===== src/sv39_pkg.sv =====
package sv39_pkg;

  localparam int vaddr_width       = 39;
  localparam int paddr_width       = 56;
  localparam int ppn_width         = 44;
  localparam int page_offset_width = 12;
  localparam int page_idx_width    = 9;
  localparam int pt_levels         = 3;
  localparam int level_width       = 2;
  localparam int dword_width       = 64;
  localparam int pte_size_log2     = 3;
  localparam int vpn_width         = page_idx_width * pt_levels;

  localparam int pte_v_bit   = 0;
  localparam int pte_r_bit   = 1;
  localparam int pte_w_bit   = 2;
  localparam int pte_x_bit   = 3;
  localparam int pte_u_bit   = 4;
  localparam int pte_a_bit   = 6;
  localparam int pte_d_bit   = 7;
  localparam int pte_ppn_lsb = 10;

  localparam logic [1:0] kind_fetch = 2'd0;
  localparam logic [1:0] kind_load  = 2'd1;
  localparam logic [1:0] kind_store = 2'd2;

  // Replaces the PPN slices below the leaf level with VPN slices.
  function automatic logic [ppn_width-1:0] merge_ppn(
    input logic [ppn_width-1:0]   ppn,
    input logic [vpn_width-1:0]   vpn,
    input logic [level_width-1:0] level
  );
    logic [ppn_width-1:0] merged;
    merged = ppn;
    for (int i = 0; i < pt_levels-1; i++)
    begin
      if (level > i)
        merged[i*page_idx_width +: page_idx_width] = vpn[i*page_idx_width +: page_idx_width];
    end
    return merged;
  endfunction

  // Leaf checks for privilege, A/D bits and access kind.
  function automatic logic leaf_perm_fault(
    input logic [pte_d_bit:0] flags,
    input logic [1:0]         kind,
    input logic               user,
    input logic               sum,
    input logic               mxr
  );
    logic priv_fault;
    logic ad_fault;
    logic kind_fault;
    if (user)
      priv_fault = ~flags[pte_u_bit];
    else
      priv_fault = flags[pte_u_bit] & ((kind == kind_fetch) | ~sum);
    ad_fault = ~flags[pte_a_bit] | ((kind == kind_store) & ~flags[pte_d_bit]);
    case (kind)
      kind_fetch: kind_fault = ~flags[pte_x_bit];
      kind_load:  kind_fault = ~(flags[pte_r_bit] | (mxr & flags[pte_x_bit]));
      default:    kind_fault = ~flags[pte_w_bit];
    endcase
    return priv_fault | ad_fault | kind_fault;
  endfunction

endpackage


===== src/sv39_tlb.sv =====
`timescale 1ns/1ps

module sv39_tlb
  #(parameter int tlb_entries_p = 4
    , localparam int idx_width_lp = (tlb_entries_p > 1) ? $clog2(tlb_entries_p) : 1
    )
  (input                                    clk_i
   , input                                  reset_i

   , input                                  req_v_i
   , input [sv39_pkg::vaddr_width-1:0]      req_vaddr_i
   , input [1:0]                            req_kind_i
   , input                                  priv_user_i
   , input                                  sum_i
   , input                                  mxr_i
   , input                                  flush_i
   , output logic                           busy_o

   , output logic                           walk_start_o
   , output logic [sv39_pkg::vaddr_width-1:0] walk_vaddr_o
   , output logic [1:0]                     walk_kind_o
   , output logic                           walk_user_o
   , output logic                           walk_sum_o
   , output logic                           walk_mxr_o
   , input                                  walk_busy_i
   , input                                  walk_done_i
   , input                                  walk_fault_i
   , input [sv39_pkg::ppn_width-1:0]        fill_ppn_i
   , input [sv39_pkg::level_width-1:0]      fill_level_i
   , input [sv39_pkg::pte_d_bit:0]          fill_flags_i

   , output logic                           resp_v_o
   , output logic                           resp_fault_o
   , output logic [sv39_pkg::paddr_width-1:0] resp_paddr_o
   );

  import sv39_pkg::*;

  localparam logic [1:0] state_idle   = 2'd0;
  localparam logic [1:0] state_lookup = 2'd1;
  localparam logic [1:0] state_walk   = 2'd2;
  localparam logic [1:0] state_resp   = 2'd3;

  logic [1:0] state_r;
  logic [1:0] state_n;

  logic [vaddr_width-1:0] vaddr_r;
  logic [1:0]             kind_r;
  logic                   user_r;
  logic                   sum_r;
  logic                   mxr_r;
  logic                   fault_r;
  logic [paddr_width-1:0] paddr_r;

  logic [tlb_entries_p-1:0] valid_r;
  logic [vpn_width-1:0]     tag_r   [tlb_entries_p];
  logic [ppn_width-1:0]     ppn_r   [tlb_entries_p];
  logic [level_width-1:0]   level_r [tlb_entries_p];
  logic [pte_d_bit:0]       flags_r [tlb_entries_p];
  logic [idx_width_lp-1:0]  victim_r;

  logic [vpn_width-1:0]     req_vpn;
  logic [tlb_entries_p-1:0] entry_hit;
  logic [idx_width_lp-1:0]  hit_idx;
  logic                     hit;
  logic [paddr_width-1:0]   hit_paddr;
  logic                     idle;
  logic                     accept;
  logic                     flush;
  logic                     fill;

  assign req_vpn = vaddr_r[vaddr_width-1:page_offset_width];
  assign idle    = (state_r == state_idle) & ~walk_busy_i;
  assign accept  = idle & req_v_i;
  assign flush   = idle & flush_i;
  assign fill    = (state_r == state_walk) & walk_done_i & ~walk_fault_i;

  // Tag compare skips VPN slices below the entry level.
  always_comb
  begin
    for (int i = 0; i < tlb_entries_p; i++)
    begin
      entry_hit[i] = valid_r[i]
                   & (((tag_r[i] ^ req_vpn)
                       & ({vpn_width{1'b1}} << (level_r[i]*page_idx_width))) == '0)
                   & ~leaf_perm_fault(flags_r[i], kind_r, user_r, sum_r, mxr_r);
    end
    hit_idx = '0;
    for (int i = tlb_entries_p-1; i >= 0; i--)
    begin
      if (entry_hit[i])
        hit_idx = idx_width_lp'(i);
    end
  end

  assign hit       = |entry_hit;
  assign hit_paddr = {merge_ppn(ppn_r[hit_idx], req_vpn, level_r[hit_idx]),
                      vaddr_r[page_offset_width-1:0]};

  always_comb
  begin
    state_n = state_r;
    case (state_r)
      state_idle:
        if (accept)
          state_n = state_lookup;
      state_lookup:
        state_n = hit ? state_idle : state_walk;
      state_walk:
        if (walk_done_i)
          state_n = state_resp;
      default:
        state_n = state_idle;
    endcase
  end

  always_ff @(posedge clk_i)
  begin
    if (reset_i)
      state_r <= state_idle;
    else
      state_r <= state_n;
  end

  always_ff @(posedge clk_i)
  begin
    if (accept)
    begin
      vaddr_r <= req_vaddr_i;
      kind_r  <= req_kind_i;
      user_r  <= priv_user_i;
      sum_r   <= sum_i;
      mxr_r   <= mxr_i;
    end
    if ((state_r == state_walk) && walk_done_i)
    begin
      fault_r <= walk_fault_i;
      paddr_r <= {fill_ppn_i, vaddr_r[page_offset_width-1:0]};
    end
  end

  always_ff @(posedge clk_i)
  begin
    if (fill)
    begin
      tag_r[victim_r]   <= req_vpn;
      ppn_r[victim_r]   <= fill_ppn_i;
      level_r[victim_r] <= fill_level_i;
      flags_r[victim_r] <= fill_flags_i;
    end
  end

  // Round-robin replacement.
  always_ff @(posedge clk_i)
  begin
    if (reset_i)
    begin
      valid_r  <= '0;
      victim_r <= '0;
    end
    else if (flush)
      valid_r <= '0;
    else if (fill)
    begin
      valid_r[victim_r] <= 1'b1;
      victim_r          <= victim_r + 1'b1;
    end
  end

  assign busy_o = (state_r != state_idle) | walk_busy_i;

  assign walk_start_o = (state_r == state_lookup) & ~hit;
  assign walk_vaddr_o = vaddr_r;
  assign walk_kind_o  = kind_r;
  assign walk_user_o  = user_r;
  assign walk_sum_o   = sum_r;
  assign walk_mxr_o   = mxr_r;

  assign resp_v_o     = ((state_r == state_lookup) & hit) | (state_r == state_resp);
  assign resp_fault_o = (state_r == state_resp) & fault_r;
  assign resp_paddr_o = (state_r == state_lookup) ? hit_paddr : paddr_r;

endmodule


===== config.mk =====
export PLATFORM = sky130hd
export DESIGN_NAME = sv39_tlb
export DESIGN_NICKNAME = d
export VERILOG_FILES = /design/src/sv39_pkg.sv /design/src/sv39_tlb.sv
export SDC_FILE = /design/constraint.sdc
export NUM_CORES = 1
export LEC_CHECK = 0
export ABC_AREA = 1
export BUFFER_PORTS_ARGS = -buffer_cell sky130_fd_sc_hd__clkbuf_2
export CORE_UTILIZATION = 52
export CTS_CLUSTER_DIAMETER = 200
export DETAILED_ROUTE_END_ITERATION = 16
export PLACE_DENSITY = 0.71
export REMOVE_ABC_BUFFERS = 1
export SKIP_CTS_REPAIR_TIMING = 1
export SLEW_MARGIN = 10
export SYNTH_ARGS = -nofsm -noshare
export SYNTH_HDL_FRONTEND = slang
export SYNTH_SLANG_ARGS = --single-unit

===== constraint.sdc =====
create_clock -name clk_i -period 4.2 [get_ports clk_i]
set_input_delay 0.21 -clock clk_i [delete_from_list [all_inputs] [get_ports clk_i]]
set_output_delay 0.21 -clock clk_i [all_outputs]
set_load 0.005 [all_outputs]

==> results.txt <==
The run finished with clean final reports. The startpoint identified for the worst hold timing path is walk_done_i. Entering global routing, the biggest net connects 111 pins. Once detail routing completed, the nets flagged for antenna violations numbered 0. Of all nets on the critical path, the largest fanout is 21. The via count of the first global-routing pass came out at 10.73k. Required arrival time at the worst endpoint: 3.99 ns. Headroom to the max-slew limit came out at 40.32%. Cell count after placement: 2,088. The clock tree synthesis step divided the H-tree into 2 levels. In the finished design, the share of the clock period the worst path needs comes to 91.44%. Adding up every negative setup slack in the final design gives 0 ns. For the number of buffers created by CTS, the log shows 45. Once layout is done, the placed cells without fillers occupy 21,570 um2. The leakage power of the design is 8.433 nW.

The library cell used most frequently in the layout, excluding fill and tap cells, is edfxtp_1. The number of cells produced by synthesis was 1,474; the detailed placement HPWL was 23.09 mm. In the final routed layout, each cell accounts on average for 17.20 um. The total routing resource utilization after global routing is 21.98%. Cell at the root of the clock tree: clkbuf_16. The average instance in the mapped netlist occupies 11.87 um2. In the synthesized netlist the dominant register cell turns out to be edfxtp_1. Global routing finished with a remaining overflow of 0. Floorplan row count: 66. STA classifies the critical path startpoint as a flip-flop.

The net count of the finished layout is 1,903. After layout, the minimum clock period comes to 3.841 ns. The area overhead of the layout relative to synthesis was 23.21%; the power density relative to cell area was 455.0 nW/um2. The multiplexer fraction of the synthesized cell area was 0%. The run gives 0 as the number of hold violations in the final report. For the share of the yosys chip area belonging to registers, the log shows 72.46%.

Once placement finished, the instance area stood at 19,020 um2. The count of fill cells added during filler insertion was 2,518. Leaving out fill and tap cells, the most frequent cells in the layout are 417 x edfxtp_1, 395 x nand2_1, 206 x clkbuf_2. The starting DRC count in detailed routing was 810. The synthesized netlist devotes 4.882% of its cell area to compound gates.

The clock slew seen by the registers of the worst setup and hold paths was 0.06 ns. In this run the worst hold path is classified as in -> reg. The number of design rule violations left after detail routing came out at 0. Fraction of layout instances using a drive strength above 1: 17.77%. The fmax came out at 260.4 MHz. The total number of vias is 11.69k. The first TritonRoute pass finished after 5 iterations. For the worst setup path, the data arrival time is 3.63 ns. The number of antenna violations at the first check in global routing is 1, and the global-route wire length before repair is 57.07 mm.

The synthesized netlist devotes 0.2859% of its cell area to adder and majority cells. The worst setup path is captured at a primary output. The launch point of the critical path was walk_vaddr_o[27]$_DFFE_PP_. Counting flops and latches in the post-synthesis netlist gives 425.

The tools report the worst reg2reg path startpoint as state_r[1]$_SDFFE_PP0P_. The die covers 34,400 um2. Summing the areas of all xor and xnor instances in the mapped netlist gives 2.702% of the synthesized area. Horizontal die dimension: 185.5 um.

After detailed routing, the total wire length is 39.09 mm. The non-filler instance count after layout is 2,273, and the number of buffers on the longest clock path is 3. In the routed layout, each cell is associated on average with a via count of 5.141. The count of input and output buffers works out to 206.

The total area inside the core boundary comes to 32,870 um2. The worst setup path is of the reg -> out kind. Setup repair after global routing left no endpoint under its margin.

The logs give 0 for the total number of yosys warnings and 0.01907 ns for the setup clock skew after layout. The max-slew violation count was 0. Combinational family with the most area after synthesis: simple AND/OR/NAND/NOR gates.

For the peak supply drop, the log shows 0.4143 mV. Routability-driven placement finished with a final weighted congestion of 0.8319. TritonCTS built the clock tree. For this configuration, the core starts out at a cell density of 53.25%. The clock reaches the later pin of the worst-skew pair after 0.55 ns. For the pin with the worst max-slew slack, the measured transition is 0.8931 ns.

The CTS sink count was 425. Number of enable flip-flop cells after synthesis: 417. The number of primary I/O pins is 209, and the count of maximum capacitance violations is 0. The area of the mapped netlist came out at 17,500 um2. After synthesis, the netlist uses 38 different library cells.

The height of the die works out to 185.5 um. The share of async-settable or async-resettable flops after synthesis came out at 0%. Setup violations remaining at the end of the flow were counted as 0. Summing the areas of all and, or, nand and nor instances in the mapped netlist gives 14.94% of the synthesized area.
-- report_power, final --
| group | switching [mW] | leakage [nW] | internal [mW] |
|---|---|---|---|
| sequential | 0.103 | 3.83 | 4.81 |
| combinational | 0.523 | 3.87 | 0.358 |
| clock | 1.58 | 0.734 | 2.44 |
| total | 2.20 | 8.43 | 7.61 |
-- flip-flops by register name, summed over array words and instances (netlist names), 4 cells and up --
name / cells
flags_r: 24
paddr_r: 56
walk_vaddr_o: 39
valid_r: 4
tag_r: 108
ppn_r: 176
level_r: 8
-- critical path: stages (launching register included) --
cell and delay, ns:
edfxtp_1 0.58, or2_1 0.31, nand3_1 0.07, nand4_1 0.17, nor2_1 0.15, nand2_1 0.09
nor2_1 0.09, nand2_1 0.07, nand2_2 0.23, nand2_4 0.22, nand2_1 0.11, nand3_1 0.06
nand2_1 0.10, buf_6 0.24, nand2_4 0.13, nand2_1 0.08, nand3_1 0.07, nand2_1 0.15
clkbuf_2 0.14
-- worst paths after layout --
kind                            slack (ns)                 endpoint  cells after the start
worst max register to register        1.57    ppn_r[2][1]$_DFFE_PP_                      7
worst max-delay path                  0.36         resp_paddr_o[14]                     18
worst min-delay path                  0.02  state_r[0]$_SDFFE_PP0P_                      3
worst min register to register        0.45  valid_r[2]$_SDFFE_PP0P_                      2
-- routing by layer --
layer / track usage, % / wire length [um]
met2: 36.84 / 19390
met5: 0 / 0
met1: 27.79 / 16100
met3: 5.400 / 2493
met4: 7.802 / 1108
-- Yosys cell counts, types with 2 or more instances --
cell	instances	area [um2]
o21ai_0	57	285.3
clkbuf_2	2	10.01
dfxtp_1	8	160.2
buf_6	4	45.04
nand3b_1	2	15.01
inv_2	14	52.55
inv_4	2	12.51
a31oi_1	26	162.7
buf_2	26	130.1
xor2_1	16	140.1
clkbuf_1	17	63.81
or2_0	5	31.28
ha_1	4	50.05
o211ai_1	2	15.01
a21oi_1	39	195.2
nand3_2	2	20.02
nor3_1	4	20.02
o21ai_1	29	145.1
o22ai_1	2	12.51
nor2_1	90	337.8
a21boi_0	2	15.01
xnor2_1	38	332.8
nand2_1	395	1483
nand2_4	2	22.52
inv_1	130	488.0
or2_1	9	56.30
nand3_1	116	580.6
buf_4	3	22.52
nand2_2	3	18.77
edfxtp_1	417	12520
-- kinds of logic (layout without fill, tap and decap cells) --
logic type | after synthesis | after routing
adders and majority gates | 4 | 4
other | 0 | 2
buffers and inverters | 199 | 554
DFF | 425 | 425
and+or+nand+nor | 632 | 632
xor gates and xnor gates | 54 | 54
AOI/OAI and AO/OA | 160 | 160
-- metrics by stage --
step	utilization (%)	hold WS, ns	total power [mW]	setup WS, ns
after CTS	62.43	-0.1948	9.809	0.2004
after detailed placement	57.86	0.3886	5.806	0.8415
after floorplan	-	0.2791	5.371	-0.6442
after global placement	57.86	0.3874	5.782	0.8470
after global routing	65.61	0.03818	10.16	0.05859
final	65.62	0.02061	9.813	0.3594
-- cell type report --
cell class,count,area (um2),share of cell area [%]
clock inverter,25,310.3,1.439
tap,442,553.0,2.564
clock buffer,57,1192,5.529
multi-input combinational,850,4015,18.62
inverter,146,560.5,2.599
antenna,2,5.005,0.02321
sequential,425,12680,58.81
timing repair buffer,326,2247,10.42
(Power assumes the default switching activity.)
