===== config.mk =====
export PLATFORM = sky130hd
export DESIGN_NAME = ptw_walker
export DESIGN_NICKNAME = d
export VERILOG_FILES = /design/src/sv39_pkg.sv /design/src/ptw_walker.sv
export SDC_FILE = /design/constraint.sdc
export NUM_CORES = 1
export LEC_CHECK = 0
export ABC_CLOCK_PERIOD_IN_PS = 4000
export BUFFER_PORTS_ARGS = -buffer_cell sky130_fd_sc_hd__buf_2
export CAP_MARGIN = 5
export CORE_AREA = 2 2 106 108
export CTS_CLUSTER_DIAMETER = 150
export DETAILED_ROUTE_END_ITERATION = 12
export DIE_AREA = 0 0 108 110
export PLACE_DENSITY_LB_ADDON = 0.15
export SYNTH_ARGS = -nofsm -noshare
export SYNTH_HDL_FRONTEND = slang
export SYNTH_SLANG_ARGS = --single-unit

===== constraint.sdc =====
create_clock -name clk_i -period 4 [get_ports clk_i]
set_input_delay 0.2 -clock clk_i [delete_from_list [all_inputs] [get_ports clk_i]]
set_output_delay 0.2 -clock clk_i [all_outputs]
set_load 0.005 [all_outputs]

===== src/sv39_pkg.sv =====
package sv39_pkg;

  localparam int vaddr_width       = 39;
  localparam int paddr_width       = 56;
  localparam int ppn_width         = 44;
  localparam int page_offset_width = 12;
  localparam int page_idx_width    = 9;
  localparam int pt_levels         = 3;
  localparam int level_width       = 2;
  localparam int dword_width       = 64;
  localparam int pte_size_log2     = 3;
  localparam int vpn_width         = page_idx_width * pt_levels;

  localparam int pte_v_bit   = 0;
  localparam int pte_r_bit   = 1;
  localparam int pte_w_bit   = 2;
  localparam int pte_x_bit   = 3;
  localparam int pte_u_bit   = 4;
  localparam int pte_a_bit   = 6;
  localparam int pte_d_bit   = 7;
  localparam int pte_ppn_lsb = 10;

  localparam logic [1:0] kind_fetch = 2'd0;
  localparam logic [1:0] kind_load  = 2'd1;
  localparam logic [1:0] kind_store = 2'd2;

  // Replaces the PPN slices below the leaf level with VPN slices.
  function automatic logic [ppn_width-1:0] merge_ppn(
    input logic [ppn_width-1:0]   ppn,
    input logic [vpn_width-1:0]   vpn,
    input logic [level_width-1:0] level
  );
    logic [ppn_width-1:0] merged;
    merged = ppn;
    for (int i = 0; i < pt_levels-1; i++)
    begin
      if (level > i)
        merged[i*page_idx_width +: page_idx_width] = vpn[i*page_idx_width +: page_idx_width];
    end
    return merged;
  endfunction

  // Leaf checks for privilege, A/D bits and access kind.
  function automatic logic leaf_perm_fault(
    input logic [pte_d_bit:0] flags,
    input logic [1:0]         kind,
    input logic               user,
    input logic               sum,
    input logic               mxr
  );
    logic priv_fault;
    logic ad_fault;
    logic kind_fault;
    if (user)
      priv_fault = ~flags[pte_u_bit];
    else
      priv_fault = flags[pte_u_bit] & ((kind == kind_fetch) | ~sum);
    ad_fault = ~flags[pte_a_bit] | ((kind == kind_store) & ~flags[pte_d_bit]);
    case (kind)
      kind_fetch: kind_fault = ~flags[pte_x_bit];
      kind_load:  kind_fault = ~(flags[pte_r_bit] | (mxr & flags[pte_x_bit]));
      default:    kind_fault = ~flags[pte_w_bit];
    endcase
    return priv_fault | ad_fault | kind_fault;
  endfunction

endpackage


===== src/ptw_walker.sv =====
`timescale 1ns/1ps

module ptw_walker
  (input                                    clk_i
   , input                                  reset_i

   , input                                  walk_start_i
   , input [sv39_pkg::vaddr_width-1:0]      vaddr_i
   , input [1:0]                            kind_i
   , input                                  user_i
   , input                                  sum_i
   , input                                  mxr_i
   , input [sv39_pkg::ppn_width-1:0]        satp_ppn_i

   , output logic                           rd_v_o
   , output logic [sv39_pkg::paddr_width-1:0] rd_addr_o
   , input                                  rd_data_v_i
   , input [sv39_pkg::dword_width-1:0]      rd_data_i

   , output logic                           walk_busy_o
   , output logic                           walk_done_o
   , output logic                           walk_fault_o
   , output logic [sv39_pkg::ppn_width-1:0] fill_ppn_o
   , output logic [sv39_pkg::level_width-1:0] fill_level_o
   , output logic [sv39_pkg::pte_d_bit:0]   fill_flags_o
   );

  import sv39_pkg::*;

  localparam logic [1:0] state_idle = 2'd0;
  localparam logic [1:0] state_send = 2'd1;
  localparam logic [1:0] state_wait = 2'd2;

  logic [1:0] state_r;
  logic [1:0] state_n;

  logic [vaddr_width-1:0] vaddr_r;
  logic [1:0]             kind_r;
  logic                   user_r;
  logic                   sum_r;
  logic                   mxr_r;
  logic [ppn_width-1:0]   ppn_r;
  logic [level_width-1:0] level_r;

  logic [vpn_width-1:0]      vpn;
  logic [page_idx_width-1:0] vpn_slice;

  logic [ppn_width-1:0] pte_ppn;
  logic [pte_d_bit:0]   pte_flags;
  logic                 pte_v;
  logic                 pte_r;
  logic                 pte_w;
  logic                 pte_x;
  logic                 pte_leaf;

  logic pte_invalid;
  logic leaf_not_found;
  logic misaligned;
  logic walk_fault;
  logic walk_end;
  logic start;
  logic walk_next;
  logic data_in;

  assign vpn       = vaddr_r[vaddr_width-1:page_offset_width];
  assign vpn_slice = vpn[level_r*page_idx_width +: page_idx_width];

  assign pte_ppn   = rd_data_i[pte_ppn_lsb +: ppn_width];
  assign pte_flags = rd_data_i[pte_d_bit:0];
  assign pte_v     = pte_flags[pte_v_bit];
  assign pte_r     = pte_flags[pte_r_bit];
  assign pte_w     = pte_flags[pte_w_bit];
  assign pte_x     = pte_flags[pte_x_bit];
  assign pte_leaf  = pte_r | pte_w | pte_x;

  assign pte_invalid    = ~pte_v | (pte_w & ~pte_r);
  assign leaf_not_found = (level_r == '0) & ~pte_leaf;

  // Superpage PPN must be zero below the leaf level.
  assign misaligned = (merge_ppn(pte_ppn, '0, level_r) != pte_ppn);

  assign walk_fault = pte_invalid | leaf_not_found
                    | (pte_leaf & (misaligned
                                   | leaf_perm_fault(pte_flags, kind_r, user_r, sum_r, mxr_r)));
  assign walk_end   = pte_leaf | walk_fault;

  assign start     = (state_r == state_idle) & walk_start_i;
  assign data_in   = (state_r == state_wait) & rd_data_v_i;
  assign walk_next = data_in & ~walk_end;

  always_comb
  begin
    state_n = state_r;
    case (state_r)
      state_idle:
        if (walk_start_i)
          state_n = state_send;
      state_send:
        state_n = state_wait;
      state_wait:
        if (rd_data_v_i)
          state_n = walk_end ? state_idle : state_send;
      default:
        state_n = state_idle;
    endcase
  end

  always_ff @(posedge clk_i)
  begin
    if (reset_i)
      state_r <= state_idle;
    else
      state_r <= state_n;
  end

  always_ff @(posedge clk_i)
  begin
    if (start)
    begin
      vaddr_r <= vaddr_i;
      kind_r  <= kind_i;
      user_r  <= user_i;
      sum_r   <= sum_i;
      mxr_r   <= mxr_i;
      ppn_r   <= satp_ppn_i;
      level_r <= level_width'(pt_levels-1);
    end
    else if (walk_next)
    begin
      // Pointer to the next table.
      ppn_r   <= pte_ppn;
      level_r <= level_r - 1'b1;
    end
  end

  assign rd_v_o    = (state_r == state_send);
  assign rd_addr_o = {ppn_r, vpn_slice, {pte_size_log2{1'b0}}};

  assign walk_busy_o  = (state_r != state_idle);
  assign walk_done_o  = data_in & walk_end;
  assign walk_fault_o = walk_fault;
  assign fill_ppn_o   = merge_ppn(pte_ppn, vpn, level_r);
  assign fill_level_o = level_r;
  assign fill_flags_o = pte_flags;

endmodule


==> summary.txt, run 1 <==
Cells and area
  • Fillers: 1017
  • Antenna Cells: 0
  • Layout cells sized above 1: 62.9%
  • Commonest non-fill, non-tap cell in the layout: buf_2
  • Post-Layout Inst Area: 5130 um^2
  • Nets: 633
  • Area Overhead vs Synth: 32.0%
  • Sequential cell area: 2360 um^2
  • Most frequent cells in the layout: 240 x buf_2, 76 x edfxtp_1, 42 x mux2_2
  • Area of the multi-input gates: between 1000 and 1500 um^2

STA
  • Final worst setup slack: 1.04 ns
  • Rel. slew slack: between 60% and 70%
  • Unrepaired setup endpoints after global routing: no
  • Final Cycle Share: 73.9%
  • Skew final: 0.0116 ns
  • Max Freq: 338 MHz
  • WHS: 0.0284 ns
  • Minimum clock period: 2.96 ns
  • Final slew viol count: 0
  • Setup-failing EPs final: 0
  • Slew @ Worst Pin: 0.539 ns
  • Final hold viol count: 0
  • Fin Setup TNS: 0 ns

Critical path
  • Critical path launch point type: register
  • Flop2flop setup slack: 1.04 ns
  • Worst Setup EP: ppn_r[9]
  • Worst Setup End Kind: register
  • WP data required: around 4 ns
  • RR Endpoint: ppn_r[9]
  • Worst Setup SP: fill_level_o[1]
  • Worst Reg-to-Reg Cells: 6
  • Setup Crit Path Kind: reg -> reg
  • Reg2reg start: fill_level_o[1]
  • Crit path max fanout: 30
  • Critical Path AT: 2.95 ns

Global routing
  • Total Routing Usage GR: 15.4%
  • Remaining Overflow, GRT: 0
  • Antenna violations before repair: 0
  • First-pass GRT wire length: approximately 13000 um
  • Largest net degree at the start of global routing: 79
  • Vias in the first global route: about 2700

Worst hold path
  • Beginning of the worst hold path: vaddr_i[13]
  • Hold Crit Class: in -> reg
  • WHS Path Cells: 1

Floorplan
  • # rows: 38
  • Die Ht: 110 um
  • Initial Util: 36.4%
  • Floorplan core area: about 11000 um^2
  • Die area: 11900 um^2
  • Die Width: 108 um
  • Ports: 270

Drt
  • Pre-antenna DRT Iters: 4
  • DRT antenna net count: 0
  • Vias post-DR: 2734
  • 1st-iter DRT viols: 71
  • Final wirelength: 9360 um
  • Via-per-instance ratio: 4.41
  • Avg WL per Cell: ~15 um
  • DRC violations left: 0

CTS
  • CTS Buf Count: 9
  • Number of H-tree levels: 3
  • Bufs on Longest Clock Path: 2
  • Post-CTS setup buffer count: 0
  • Cts repair resizes: 0
  • Clock Sinks: 80
  • Skew-Pair Late Insertion Delay: 0.34 ns
  • # hold bufs at CTS: 1
  • Worst-path clk slew: 0.08 ns
  • Root Buffer: clkbuf_8
  • CTS tree: built

Synth
  • Async set-or-reset flop fraction in the synthesized netlist: 0%
  • Synth area leader: edfxtp_1
  • Synth Cell Area: 3890 um^2
  • Top_reg_cell synth: edfxtp_1
  • Yosys top cell area share: 58.7%
  • Synth warn: 0
  • Gate Count Post-Synth: 263
  • Number of synthesized register bits: 80
  • Average cell area after synthesis: 14.8 um^2
  • Synth top area cells: edfxtp_1 59%, mux2_2 12%, buf_4 7.5%, mux2_1 5.8%, mux2i_1 2.6%
  • Sequential area share after synthesis: 60.7%
  • Number of enable flip-flop cells after synthesis: 76
  • Post-synth cell types: 34

Power and ir drop
  • Cell Pwr Density: roughly 350 nW/um^2
  • Worst vdd ir: 0.195 mV
  • Leakage: 2.25 nW

Placement
  • PortBufs: 240
  • Cell area after placement: 4970 um^2
  • Pre-CTS setup slack: 1.00 ns
  • GPL Wtd Cong: 0.753
  • Final HPWL DP: 7270 um

Outcome
  • Status: completed

Run
  • Max-cap violations: 0
==> metrics by stage <==
| stage | total power, W | instances | util (%) |
|---|---|---|---|
| after global routing | 0.00190 | 620 | 48.0 |
| after detailed placement | 0.00133 | 603 | 46.4 |
| after CTS | 0.00183 | 620 | 48.0 |
| after global placement | 0.00132 | 603 | 46.4 |
| after floorplan | 0.00119 | 265 | - |
| final | 0.00180 | 620 | 48.0 |
==> how the worst min path moves through the flow <==
stage | slack, ns | end
after detailed placement | 0.38 | vaddr_r[34]
after global routing | 0.004 | vaddr_r[26]
final | 0.03 | vaddr_r[13]
after CTS | 0.003 | vaddr_r[26]
after global placement | 0.38 | vaddr_r[37]
after floorplan | 0.27 | state_r[1]
==> worst max-delay path, stage by stage (launching register included) <==
cell	delay, ns
dfxtp_1	0.53
inv_2	0.12
ha_1	0.38
or3_4	0.48
nor3_4	0.25
or2_2	0.40
buf_4	0.44
==> layer usage <==
| metal | share of wire, % | vias up | GRT usage [%] | wire length (um) |
|---|---|---|---|---|
| li1 | - | 1364 | - | - |
| met1 | 40 | 1232 | 18.2 | 3750 |
| met2 | 51 | 129 | 27.0 | 4760 |
| met3 | 7.6 | 9 | 3.47 | 710 |
| met4 | 1.4 | 0 | 6.68 | 129 |
| met5 | 0 | - | 0 | 0 |
==> registers in the layout, summed over array words and instances (netlist names) <==
signal,flops
ppn_r,44
vaddr_r,27
fill_level_o,2
kind_r,2
state_r,2
mxr_r,1
sum_r,1
user_r,1
==> final cells by class <==
cell class	count	share of cell area, %
Sequential cell	80	46.0
Timing Repair Buffer	244	24.3
Multi-Input combinational cell	135	22.9
Tap cell	140	3.41
Clock buffer	11	2.56
Clock inverter	5	0.463
Inverter	5	0.366
==> synth_stat cells (3+ instances only) <==
| library cell | instances |
|---|---|
| or2_1 | 3 |
| inv_1 | 4 |
| nand2b_1 | 3 |
| mux2i_1 | 10 |
| edfxtp_1 | 76 |
| buf_6 | 3 |
| mux2_1 | 20 |
| nor2_1 | 8 |
| nor3_1 | 4 |
| buf_4 | 39 |
| mux2_2 | 42 |
| dfxtp_1 | 4 |
| o21ai_0 | 10 |
| nand2_1 | 10 |
==> report_power, final <==
part / leakage [nW] / switching (W) / internal, W
clock: 0.0758 / 0.000279 / 0.000219
combinational: 1.42 / 0.000133 / 0.000154
sequential: 0.760 / 0.0000190 / 0.000997
==> cell families after synthesis <==
group | Yosys count | share of synthesized area, %
compound gates | 16 | 2.48
xor+xnor | 1 | 0.225
fa+ha+maj | 2 | 0.643
buf+inv | 50 | 9.23
flops | 80 | 60.7
mux | 72 | 20.5
other cells | 1 | 0.0964
simple gates | 41 | 6.08
No activity file was read; power rests on OpenSTA's default activity.
==> run 2, diff against run 1 <==
ABC_CLOCK_PERIOD_IN_PS = 3100   (was 4000)
clock period = 3.1 ns   (was 4 ns; I/O delays follow)
==> run 2 against run 1 <==
  * Sequential share of layout area is 3.1 points lower
  * Die area stayed put
  * Cell count is 5.6% higher
  * Via count is 7.8% higher
  * Largest cell class unchanged
  * Clock power is 50% higher
  * Hold slack better by 0.052 ns
  * Global-route usage is 0.95 points higher
==> summary.txt, run 2 (synthesized netlist as in run 1, its figures left out) <==
Drt
  • Final wirelength: between 9000 and 10000 um
  • Vias post-DR: ~3000
  • DRT antenna net count: 0
  • Avg WL per Cell: 15.1 um
  • DRC violations left: 0
  • Pre-antenna DRT Iters: 4
  • Via-per-instance ratio: 4.50
  • 1st-iter DRT viols: 67

Floorplan
  • Floorplan core area: 10700 um^2
  • Die Width: 108 um
  • Ports: 270
  • Die Ht: ~110 um
  • # rows: 38
  • Initial Util: a little over a third
  • Die area: 11900 um^2

Cells and area
  • Commonest non-fill, non-tap cell in the layout: buf_2
  • Nets: roughly 670
  • Finished Core Util: between 50% and 60%
  • Top reg by flops: ppn_r
  • Post-Layout Inst Area: 5510 um^2
  • Largest registers: ppn_r: 44 flops, vaddr_r: 27 flops
  • Antenna Cells: 0
  • Max reg flops: 44
  • Most frequent cells in the layout: 240 x buf_2, 76 x edfxtp_1, 42 x mux2_2
  • Area Overhead vs Synth: 41.6%
  • Layout cells sized above 1: about 60%

Worst hold path
  • WHS Path Cells: 2
  • Hold Crit Class: in -> reg

STA
  • Fin Setup TNS: 0 ns
  • Final Cycle Share: between 70 and 80%
  • Slew @ Worst Pin: 0.538 ns
  • Unrepaired setup endpoints after global routing: no
  • WHS: 0.0804 ns
  • Skew final: 0.0107 ns
  • Final hold viol count: 0
  • Setup-failing EPs final: 0
  • Minimum clock period: about 2.4 ns
  • Rel. slew slack: 64.0%
  • Max Freq: 414 MHz
  • Final slew viol count: 0

Placement
  • GPL Wtd Cong: 0.759
  • PortBufs: between 200 and 250
  • Cell area after placement: 4990 um^2
  • Final HPWL DP: 7500 um

CTS
  • Cts repair resizes: 0
  • Number of H-tree levels: 3
  • Worst-path clk slew: 0.09 ns
  • Post-CTS setup buffer count: 0
  • Clock Sinks: 80
  • Bufs on Longest Clock Path: 2
  • CTS tree: built
  • Root Buffer: clkbuf_8
  • Skew-Pair Late Insertion Delay: 0.35 ns
  • CTS Buf Count: 9
  • # hold bufs at CTS: 33

Critical path
  • WP data required: 3.15 ns
  • Critical Path AT: 2.47 ns
  • Worst Setup End Kind: register
  • CP max stage cell: dfxtp_1
  • Critical path launch point type: register
  • Worst stage delay on the critical path: approximately 0.5 ns
  • Crit-path cells: inv_2 > ha_1 > or3_4 > nor3_4 > or2_2 > buf_12
  • Worst Reg-to-Reg Cells: 6
  • Crit path max fanout: 34
  • Setup Crit Path Kind: reg -> reg

Outcome
  • Status: completed

Power and ir drop
  • Cell Pwr Density: 448 nW/um^2
  • Total Power: 0.00247 W
  • Leakage: between 2 and 2.5 nW
  • Worst vdd ir: 0.279 mV

Global routing
  • First-pass GRT wire length: 14400 um
  • Total Routing Usage GR: 16.4%
  • Largest net degree at the start of global routing: 40
  • Vias in the first global route: just under 3000
  • Antenna violations before repair: 0
  • Remaining Overflow, GRT: 0

Run
  • Max-cap violations: 0
==> run 2: changes by cell type in the layout (fill, tap and decap cells not counted) <==
cell,before,now
clkinvlp_4,1,0
dlygate4sd3_1,1,33
clkinv_1,3,1
buf_4,2,5
clkbuf_1,2,0
clkinv_4,0,1
clkinv_2,1,4
bufinv_16,0,1
==> run 2: metrics by stage <==
stage | cells | setup WS (ns)
2_1_floorplan | 265 | 0.107
3_3_place_gp | 606 | 0.697
3_5_place_dp | 606 | 0.675
4_1_cts | 655 | 0.652
5_1_grt | 655 | 0.515
6_report | 655 | 0.685
==> run 2: final timing paths <==
path / slack (ns) / start / endpoint
min: 0.08 / satp_ppn_i[40] / ppn_r[40]
max: 0.68 / fill_level_o[1] / ppn_r[39]
max reg2reg: 0.68 / fill_level_o[1] / ppn_r[39]
min reg2reg: 0.50 / state_r[0] / state_r[0]
==> run 2: area by class of cell <==
class	count	area (um^2)
Sequential cell	80	2360
Clock inverter	7	62.6
Multi-Input combinational cell	135	1180
Clock buffer	9	124
Inverter	5	18.8
Fill cell	963	5190
Timing Repair Buffer	279	1590
Tap cell	140	175
==> run 2: worst max-delay path, delay by kind of cell, from the launching register on <==
family,cells,cell delay [ns]
flip-flops,1,0.51
adder cells (fa/ha/maj),1,0.21
buffers and inverters,2,0.39
AND/OR/NAND/NOR,3,0.99
==> run 2: per-layer routing <==
metal  up-vias  share of wire [%]  track usage [%]
met5         -                  0                0
met4         0                2.2             7.60
met3        16                7.6             3.76
met2       141                 51             28.8
met1      1358                 39             19.1
li1       1433                  -                -
==> run 2: where the power goes <==
part / internal [W] / leakage (nW) / switching [W] / total (W)
sequential: 0.00129 / 0.760 / 0.0000248 / 0.00131
clock: 0.000365 / 0.100 / 0.000383 / 0.000748
combinational: 0.000228 / 1.57 / 0.000181 / 0.000410
total: 0.00188 / 2.43 / 0.000589 / 0.00247
